`src/design/branchPkg.sv`:
```
// Shared widths, jump type codes and record types for the branch decode stage
package branchPkg;

  // Instruction window and address sizes
  localparam int instrWidth    = 80;
  localparam int ipWidth       = 48;
  localparam int magicWidth    = 4;
  localparam int jumpTypeWidth = 5;
  localparam int dispWidth     = 64;
  localparam int lenWidth      = 4;

  // Return address stack geometry
  localparam int stackDepth    = 8;
  localparam int stackPtrWidth = 3;

  // Bit 4 set marks a transfer that always redirects fetch
  localparam logic [jumpTypeWidth-1:0] jtUncond = 5'h10;
  localparam logic [jumpTypeWidth-1:0] jtIndir  = 5'h11;
  // Only meaningful when isJump is low
  localparam logic [jumpTypeWidth-1:0] jtNone   = 5'h10;

  // Instruction length in bytes for each length code
  localparam logic [lenWidth-1:0] len2 = 4'd2;
  localparam logic [lenWidth-1:0] len4 = 4'd4;
  localparam logic [lenWidth-1:0] len6 = 4'd6;
  localparam logic [lenWidth-1:0] len8 = 4'd8;

  // Combinational decode result for one instruction
  typedef struct packed {
    logic                         isJump;
    logic                         isIndir;
    logic                         isCall;
    logic                         isRet;
    logic [jumpTypeWidth-1:0]     jumpType;
    logic signed [dispWidth-1:0]  disp;
    logic [lenWidth-1:0]          length;
    logic                         error;
  } decodeInfo;

  // Registered branch report, one per accepted instruction
  typedef struct packed {
    logic [ipWidth-1:0]       pc;
    logic [ipWidth-1:0]       target;
    logic [jumpTypeWidth-1:0] jumpType;
    logic                     isCall;
    logic                     isRet;
    logic                     retMiss;
    logic                     error;
  } branchRecord;

endpackage

```
`src/design/branchControl.sv`:
```
// Stack sequencing and branch record register, giving the one-cycle output of branchUnit
`timescale 1ns/1ps

module branchControl (
  input  logic                          clk,
  input  logic                          rstN,
  input  logic                          inValid,
  input  branchPkg::decodeInfo          info,
  input  logic [branchPkg::ipWidth-1:0] pc,
  input  logic [branchPkg::ipWidth-1:0] target,
  input  logic [branchPkg::ipWidth-1:0] returnAddr,
  input  logic                          stackEmpty,
  output logic                          push,
  output logic                          pop,
  output logic [branchPkg::ipWidth-1:0] pushAddr,
  output logic                          outValid,
  output branchPkg::branchRecord        record,
  output logic                          redirect
);

  branchPkg::branchRecord nextRecord;
  logic                   nextRedirect;

  // Stack operations land on the same edge that captures the record
  assign push     = inValid & info.isJump & info.isCall;
  assign pop      = inValid & info.isJump & info.isRet;
  assign pushAddr = returnAddr;

  assign nextRedirect = inValid & info.isJump & info.jumpType[4];

  always_comb begin
    nextRecord.pc       = pc;
    // A non-jump reports its fall-through address
    nextRecord.target   = info.isJump ? target : returnAddr;
    nextRecord.jumpType = info.isJump ? info.jumpType : branchPkg::jtNone;
    nextRecord.isCall   = info.isJump & info.isCall;
    nextRecord.isRet    = info.isJump & info.isRet;
    nextRecord.retMiss  = info.isJump & info.isRet & stackEmpty;
    nextRecord.error    = info.error;
  end

  always_ff @(posedge clk or negedge rstN) begin
    if (!rstN) begin
      outValid <= 1'b0;
      redirect <= 1'b0;
    end else begin
      outValid <= inValid;
      redirect <= nextRedirect;
    end
  end

  // The record keeps its last value through bubbles
  always_ff @(posedge clk) begin
    if (inValid) begin
      record <= nextRecord;
    end
  end

endmodule

```
`src/design/branchUnit.sv`:
```
// Top of the branch decode stage, taking one instruction per cycle and reporting it a cycle later
`timescale 1ns/1ps

module branchUnit (
  input  logic                             clk,
  input  logic                             rstN,
  input  logic                             inValid,
  input  logic [branchPkg::instrWidth-1:0] instr,
  input  logic [branchPkg::magicWidth-1:0] magic,
  input  logic [branchPkg::ipWidth-1:0]    pc,
  input  logic [branchPkg::ipWidth-1:0]    indirTarget,
  input  logic                             condSense,
  output logic                             outValid,
  output branchPkg::branchRecord           record,
  output logic                             redirect
);

  branchPkg::decodeInfo          info;
  logic [branchPkg::ipWidth-1:0] target;
  logic [branchPkg::ipWidth-1:0] returnAddr;
  logic [branchPkg::ipWidth-1:0] stackTop;
  logic [branchPkg::ipWidth-1:0] pushAddr;
  logic                          stackEmpty;
  logic                          push;
  logic                          pop;

  jumpDecoder decoder_i (
    .instr     (instr),
    .magic     (magic),
    .condSense (condSense),
    .info      (info)
  );

  targetCalc target_i (
    .info        (info),
    .pc          (pc),
    .indirTarget (indirTarget),
    .stackTop    (stackTop),
    .target      (target),
    .returnAddr  (returnAddr)
  );

  returnStack stack_i (
    .clk      (clk),
    .rstN     (rstN),
    .push     (push),
    .pop      (pop),
    .pushAddr (pushAddr),
    .top      (stackTop),
    .empty    (stackEmpty)
  );

  branchControl control_i (
    .clk        (clk),
    .rstN       (rstN),
    .inValid    (inValid),
    .info       (info),
    .pc         (pc),
    .target     (target),
    .returnAddr (returnAddr),
    .stackEmpty (stackEmpty),
    .push       (push),
    .pop        (pop),
    .pushAddr   (pushAddr),
    .outValid   (outValid),
    .record     (record),
    .redirect   (redirect)
  );

endmodule

```
`src/design/jumpDecoder.sv`:
```
// Combinational jump classifier, used by branchUnit to decode one aligned instruction per cycle
`timescale 1ns/1ps

module jumpDecoder (
  input  logic [branchPkg::instrWidth-1:0] instr,
  input  logic [branchPkg::magicWidth-1:0] magic,
  input  logic                             condSense,
  output branchPkg::decodeInfo             info
);

  logic [7:0] opcode;
  logic [branchPkg::lenWidth-1:0] lenBytes;
  logic signed [branchPkg::dispWidth-1:0] wideDisp;
  logic isShortCond;
  logic isBasicCond;
  logic isLongCond;
  logic isUncond;
  logic isIndirJump;
  logic isCallJump;
  logic isRetJump;
  logic badMagic;
  logic longForm;

  assign opcode = instr[7:0];

  // Length code decodes from the low bits up
  always_comb begin
    if (!magic[0]) begin
      lenBytes = branchPkg::len2;
    end else if (magic[1:0] == 2'b01) begin
      lenBytes = branchPkg::len4;
    end else if (magic[2:0] == 3'b011) begin
      lenBytes = branchPkg::len6;
    end else begin
      lenBytes = branchPkg::len8;
    end
  end

  assign badMagic = (magic == 4'b1111);
  assign longForm = (magic == 4'b0111);

  // Default 32-bit displacement of the 6-byte forms
  assign wideDisp = {{32{instr[47]}}, instr[47:17], 1'b0};

  // Short forms only exist in the 2-byte encoding, everything else needs magic bit 0
  assign isShortCond = ~magic[0] & (opcode[5:2] == 4'b1100);
  assign isBasicCond = magic[0] & (opcode[7:4] == 4'hA);
  assign isLongCond  = magic[0] & (opcode == 8'hB4);
  assign isUncond    = magic[0] & (opcode == 8'hB5);
  assign isIndirJump = magic[0] & (opcode == 8'hB6) & (instr[15:13] == 3'd0);
  assign isCallJump  = magic[0] & (opcode == 8'hB6) &
                       ((instr[15:13] == 3'd1) | (instr[15:13] == 3'd2));
  assign isRetJump   = magic[0] & (opcode == 8'hB6) & (instr[15:13] == 3'd3);

  always_comb begin
    info          = '0;
    info.jumpType = branchPkg::jtNone;
    info.disp     = wideDisp;
    info.length   = lenBytes;
    info.isJump   = isShortCond | isBasicCond | isLongCond | isUncond |
                    isIndirJump | isCallJump | isRetJump;
    // Only basic conditionals and unconditionals have an 8-byte form
    info.error    = badMagic |
                    (info.isJump & longForm & ~(isBasicCond | isUncond));

    if (isShortCond) begin
      info.disp     = {{55{instr[15]}}, instr[15:8], 1'b0};
      info.jumpType = {1'b0, instr[7:6], instr[1:0]};
      // Code F would be "never", so it is reused as a short unconditional
      if ({instr[7:6], instr[1:0]} == 4'hF) begin
        info.jumpType = branchPkg::jtUncond;
      end
    end else if (isBasicCond) begin
      info.jumpType = {1'b0, (magic[1:0] == 2'b01) ? instr[18] : instr[32],
                       opcode[3:2], opcode[1] ^ condSense};
      if (magic[1:0] == 2'b01) begin
        info.disp = {{50{instr[31]}}, instr[31:19], 1'b0};
      end else if (magic[2:0] == 3'b011) begin
        info.disp = {{48{instr[47]}}, instr[47:33], 1'b0};
      end else begin
        info.disp = {{32{instr[63]}}, instr[63:33], 1'b0};
      end
    end else if (isLongCond) begin
      info.jumpType = {1'b0, instr[11:9], instr[8] ^ condSense};
      if (magic[1:0] == 2'b01) begin
        info.disp = {{43{instr[31]}}, instr[31:12], 1'b0};
      end
    end else if (isUncond) begin
      info.jumpType = branchPkg::jtUncond;
      if (magic[1:0] == 2'b01) begin
        info.disp = {{39{instr[31]}}, instr[31:8], 1'b0};
      end else if (longForm) begin
        info.disp = {{16{instr[63]}}, instr[63:17], 1'b0};
      end
    end else if (isIndirJump) begin
      info.isIndir  = 1'b1;
      info.jumpType = branchPkg::jtIndir;
    end else if (isCallJump) begin
      info.isCall   = 1'b1;
      info.jumpType = branchPkg::jtUncond;
      if (magic[1:0] == 2'b01) begin
        info.disp = {{47{instr[31]}}, instr[31:16], 1'b0};
      end
    end else if (isRetJump) begin
      info.isRet    = 1'b1;
      info.jumpType = branchPkg::jtIndir;
    end
  end

endmodule

```
`src/design/returnStack.sv`:
```
// Circular return address stack, pushed by calls and popped by returns in branchUnit
`timescale 1ns/1ps

module returnStack (
  input  logic                          clk,
  input  logic                          rstN,
  input  logic                          push,
  input  logic                          pop,
  input  logic [branchPkg::ipWidth-1:0] pushAddr,
  output logic [branchPkg::ipWidth-1:0] top,
  output logic                          empty
);

  logic [branchPkg::ipWidth-1:0] entries [branchPkg::stackDepth];
  // Pointer names the next free slot and wraps around the array
  logic [branchPkg::stackPtrWidth-1:0] ptr;
  logic [branchPkg::stackPtrWidth-1:0] topIdx;
  logic [branchPkg::stackPtrWidth:0]   count;
  logic                                full;

  assign topIdx = ptr - 1'b1;
  assign empty  = (count == '0);
  assign full   = (count == (branchPkg::stackPtrWidth + 1)'(branchPkg::stackDepth));

  // Empty stack reads back as zero
  assign top = empty ? '0 : entries[topIdx];

  always_ff @(posedge clk or negedge rstN) begin
    if (!rstN) begin
      ptr   <= '0;
      count <= '0;
    end else if (push) begin
      ptr <= ptr + 1'b1;
      // Once full, a push overwrites the oldest entry and the count holds
      if (!full) begin
        count <= count + 1'b1;
      end
    end else if (pop && !empty) begin
      ptr   <= topIdx;
      count <= count - 1'b1;
    end
  end

  always_ff @(posedge clk) begin
    if (push) begin
      entries[ptr] <= pushAddr;
    end
  end

endmodule

```
`src/design/targetCalc.sv`:
```
// Branch target and return address adders for the branch decode stage
`timescale 1ns/1ps

module targetCalc (
  input  branchPkg::decodeInfo          info,
  input  logic [branchPkg::ipWidth-1:0] pc,
  input  logic [branchPkg::ipWidth-1:0] indirTarget,
  input  logic [branchPkg::ipWidth-1:0] stackTop,
  output logic [branchPkg::ipWidth-1:0] target,
  output logic [branchPkg::ipWidth-1:0] returnAddr
);

  logic [branchPkg::ipWidth-1:0] dispTarget;
  logic [branchPkg::ipWidth-1:0] lenExt;

  // Displacement is truncated to the address width, so the sum wraps
  assign dispTarget = pc + info.disp[branchPkg::ipWidth-1:0];

  assign lenExt     = {{(branchPkg::ipWidth - branchPkg::lenWidth){1'b0}}, info.length};
  assign returnAddr = pc + lenExt;

  always_comb begin
    if (info.isRet) begin
      target = stackTop;
    end else if (info.isIndir) begin
      target = indirTarget;
    end else begin
      target = dispTarget;
    end
  end

endmodule

```
`config.mk`:
```
export PLATFORM = sky130hd
export DESIGN_NAME = branchUnit
export DESIGN_NICKNAME = d
export VERILOG_FILES = /design/src/design/branchPkg.sv /design/src/design/branchControl.sv /design/src/design/branchUnit.sv /design/src/design/jumpDecoder.sv /design/src/design/returnStack.sv /design/src/design/targetCalc.sv
export SDC_FILE = /design/constraint.sdc
export NUM_CORES = 1
export LEC_CHECK = 0
export ABC_AREA = 1
export BUFFER_PORTS_ARGS = -buffer_cell sky130_fd_sc_hd__buf_2
export CORE_MARGIN = 1.5
export CORE_UTILIZATION = 50
export CTS_BUF_LIST = sky130_fd_sc_hd__clkbuf_8
export DETAILED_ROUTE_END_ITERATION = 7
export PLACE_DENSITY = 0.7
export SLEW_MARGIN = 0
export SYNTH_ARGS = -nofsm -noshare
export SYNTH_HDL_FRONTEND = slang
export SYNTH_SLANG_ARGS = --single-unit
```
`constraint.sdc`:
```
create_clock -name clk -period 12.25 [get_ports clk]
set_input_delay 0.6125 -clock clk [delete_from_list [all_inputs] [get_ports clk]]
set_output_delay 0.6125 -clock clk [all_outputs]
set_load 0.05 [all_outputs]
```
==> out/metrics.csv <==
metric,value,unit
"EDFF count, synth",489,
cts repair resizes,0,
CTS Buffer Depth,3,
DRC,0,
"commonest non-fill, non-tap cell in the layout",edfxtp_1,
run status,"complete, no violations",
maximum VDD drop,86.8,uV
GR Overflow Total,0,
final hold vios,0,
max-cap violations,0,
FF-to-FF End,control_i.record[22],
starting density of the core,50.7,%
Vias,23600,
ratio of cells with drive above 1 in the final layout,15.9,%
number of synthesized register bits,498,
NumNets Final,3296,
Post-Syn Instances,2812,
Global Route met1 Usage,46.0,%
slowest cell delay on critical path,0.65,ns
Worst-Margin Slew,1.10,ns
logic gate share of total power,17.2,%
Mapped Area,26800,um2
Worst Skew,0.0232,ns
total track usage,34.2,%
switch share,29.9,%
M2 GR Usage,54.3,%
CP cell instances,buf_2 -> nand2_2 -> inv_2 -> nor2_2 -> inv_2 -> a21oi_1 -> o21ai_0 -> a31oi_1 -> ha_1 -> a21oi_1 -> o21ai_0 -> a21oi_1 -> nand3_1 -> nand3_1 -> nand2_1 -> nand2_1 -> nand2_1 -> o21bai_1 -> a21oi_1,
clk slew on worst S/H paths,0.06,ns
Final Power,3960,uW
Fmax achieved,182,MHz
clock network power share,34.2,%
final WL,94900,um
Die Area,54900,um2
CTS buffer count,81,
Hold Path Cell Cnt,1,
most frequent cells in the layout,"489 x edfxtp_1, 413 x nand2_1, 405 x nor2_1, 379 x o21ai_0, 273 x buf_2",
Die Span X,234,um
leak pwr,0.0118,uW
Synthesized Nets,3052,
Worst Hold Launch,pc[47],
M3 GR Usage,6.97,%
"Seq/Total Area, Yosys",55.7,%
Final WS setup,6.75,ns
root buf cell,clkbuf_8,
initial antenna violation count,7,
Post-DP HPWL,65200,um
area fraction of the dominant cell type after synthesis,54.9,%
Pint,2770,uW
Critical Path End Type,flip-flop,
via/cell ratio,6.19,
Clock Latency Late Sink,0.67,ns
Tmin final,5.50,ns
"Distinct cells, synth",59,
Placement Setup Slack,6.29,ns
# IOs,291,
total negative slack,0,ns
RePlAce Congestion,1.03,
placed insts,3660,
CTS tree,done,
drt pass-1 iters,8,
most area-consuming cells after synthesis,"edfxtp_1 55%, o21ai_0 7.1%, nand2_1 5.8%",
clock sink count,498,
RSZ-0062 raised after global routing,no,
fraction of registers with async set/reset,1.81,%
Die Height,234,um
period utilization,44.9,%
Std-Cell Rows,84,
ys flop type,edfxtp_1,
sw power,1180,uW
launch point of the worst reg-to-reg path,stack_i.ptr[0],
CP dominant cell by count,a21oi_1,
Port Buffers,274,
FF-to-FF setup slack,8.47,ns
CP Launch Type,input pin,
biggest area consumer among synthesized cells,edfxtp_1,
Final setup violation count,0,
core area,52800,um2
Synth Warn #,0,
first-pass GRT wire length,137000,um
slew margin rel.,26.9,%
CP Max Fanout,43,
drt initial violations,2899,
H-tree levels,3,
"Setup Fix Bufs, Post-CTS",0,
Hold Path End,control_i.record[104],
Syn Area/Cell,9.52,um2
vias in the first global route,22200,
pwr/cell area,131,nW/um2
Max Slew Vio Count,0,
ANT nets after route,0,
pin count of the biggest net entering global routing,106,
WL per Instance,24.9,um
Worst Setup Path Type,input pin to flip-flop,
CP Data Arrival Time,5.89,ns
Reg power frac,48.7,%
Register-to-Register Path Depth,9,
Critical-path top delay cell,nand2_2,
Layout area overhead,12.8,%
grt peak-use layer,met2,
Hold WC Path Type,input pin to flip-flop,
Non-Filler Instances,3807,
CP required,12.64,ns
Post-CTS Hold Buffers,1,
cell families (layout without fill, tap and decap cells):
logic type / Yosys count / in the layout / synth area share (%)
muxes: 3 / 3 / 0.112
AOI/OAI and AO/OA: 844 / 844 / 18.0
adders and majority gates: 56 / 56 / 2.70
and+or+nand+nor: 1016 / 1016 / 16.3
DFF: 498 / 498 / 55.7
other: 0 / 3 / 0
buffers and inverters: 323 / 627 / 4.82
xor gates and xnor gates: 72 / 72 / 2.38
power by group through the flow:
| stage | registers (uW) | clock network (uW) | logic [uW] |
|---|---|---|---|
| after global placement | 1960 | 0 | 657 |
| after CTS | 1930 | 1370 | 663 |
| after global routing | 1930 | 1430 | 724 |
| after detailed placement | 1960 | 0 | 661 |
| after floorplan | 2070 | 0 | 308 |
| final | 1930 | 1350 | 679 |
stage by stage:
stage	hold WS, ns	util, %	cell area [um2]
2_1_floorplan	0.317	-	26800
3_3_place_gp	0.484	54.3	28700
3_5_place_dp	0.488	54.3	28700
4_1_cts	0.126	57.2	30200
5_1_grt	0.162	57.2	30200
6_report	0.182	57.2	30200
worst max-delay path, delay by kind of cell:
family | cells | cell delay, ns
AO/OA/AOI/OAI | 8 | 2.39
adder cells (fa/ha/maj) | 1 | 0.35
buffers and inverters | 3 | 0.92
AND/OR/NAND/NOR | 7 | 1.58
how the worst max path moves through the flow:
stage	start	end	slack [ns]
after floorplan	magic[0]	stack_i.entries[1][0]	6.93
after global placement	magic[0]	control_i.record[36]	6.28
after detailed placement	magic[0]	control_i.record[42]	6.29
after CTS	magic[0]	control_i.record[36]	6.99
after global routing	magic[0]	control_i.record[36]	6.46
final	magic[0]	control_i.record[36]	6.75
synth_stat cells (32+ instances only):
master and count:
clkbuf_1 95, nand3_1 78, nor2_1 405, buf_2 32, o22ai_1 98, inv_1 163
a21oi_1 181, nand2_1 413, o21ai_0 379, o221ai_1 38, ha_1 53, xor2_1 52
edfxtp_1 489
state kept, by name, summed over array words and instances (netlist names):
signal	flops
control_i.redirect	1
stack_i.entries	384
control_i.outValid	1
stack_i.ptr	3
stack_i.count	4
control_i.record	105
metal layers:
layer / vias up / wire, um
met4: 8 / 3700
met2: 1386 / 44200
li1: 10600 / -
met1: 11400 / 37300
met5: - / 47
met3: 201 / 9670
cell type report:
class,count,area [um2]
Fill cell,4651,22600
Sequential cell,498,14900
Multi-Input combinational cell,1991,10600
Timing Repair Buffer,304,1600
Clock buffer,84,1160
Tap cell,688,861
Inverter,180,679
Clock inverter,59,338
Antenna cell,3,7.51
No activity file was read; power rests on OpenSTA's default activity.
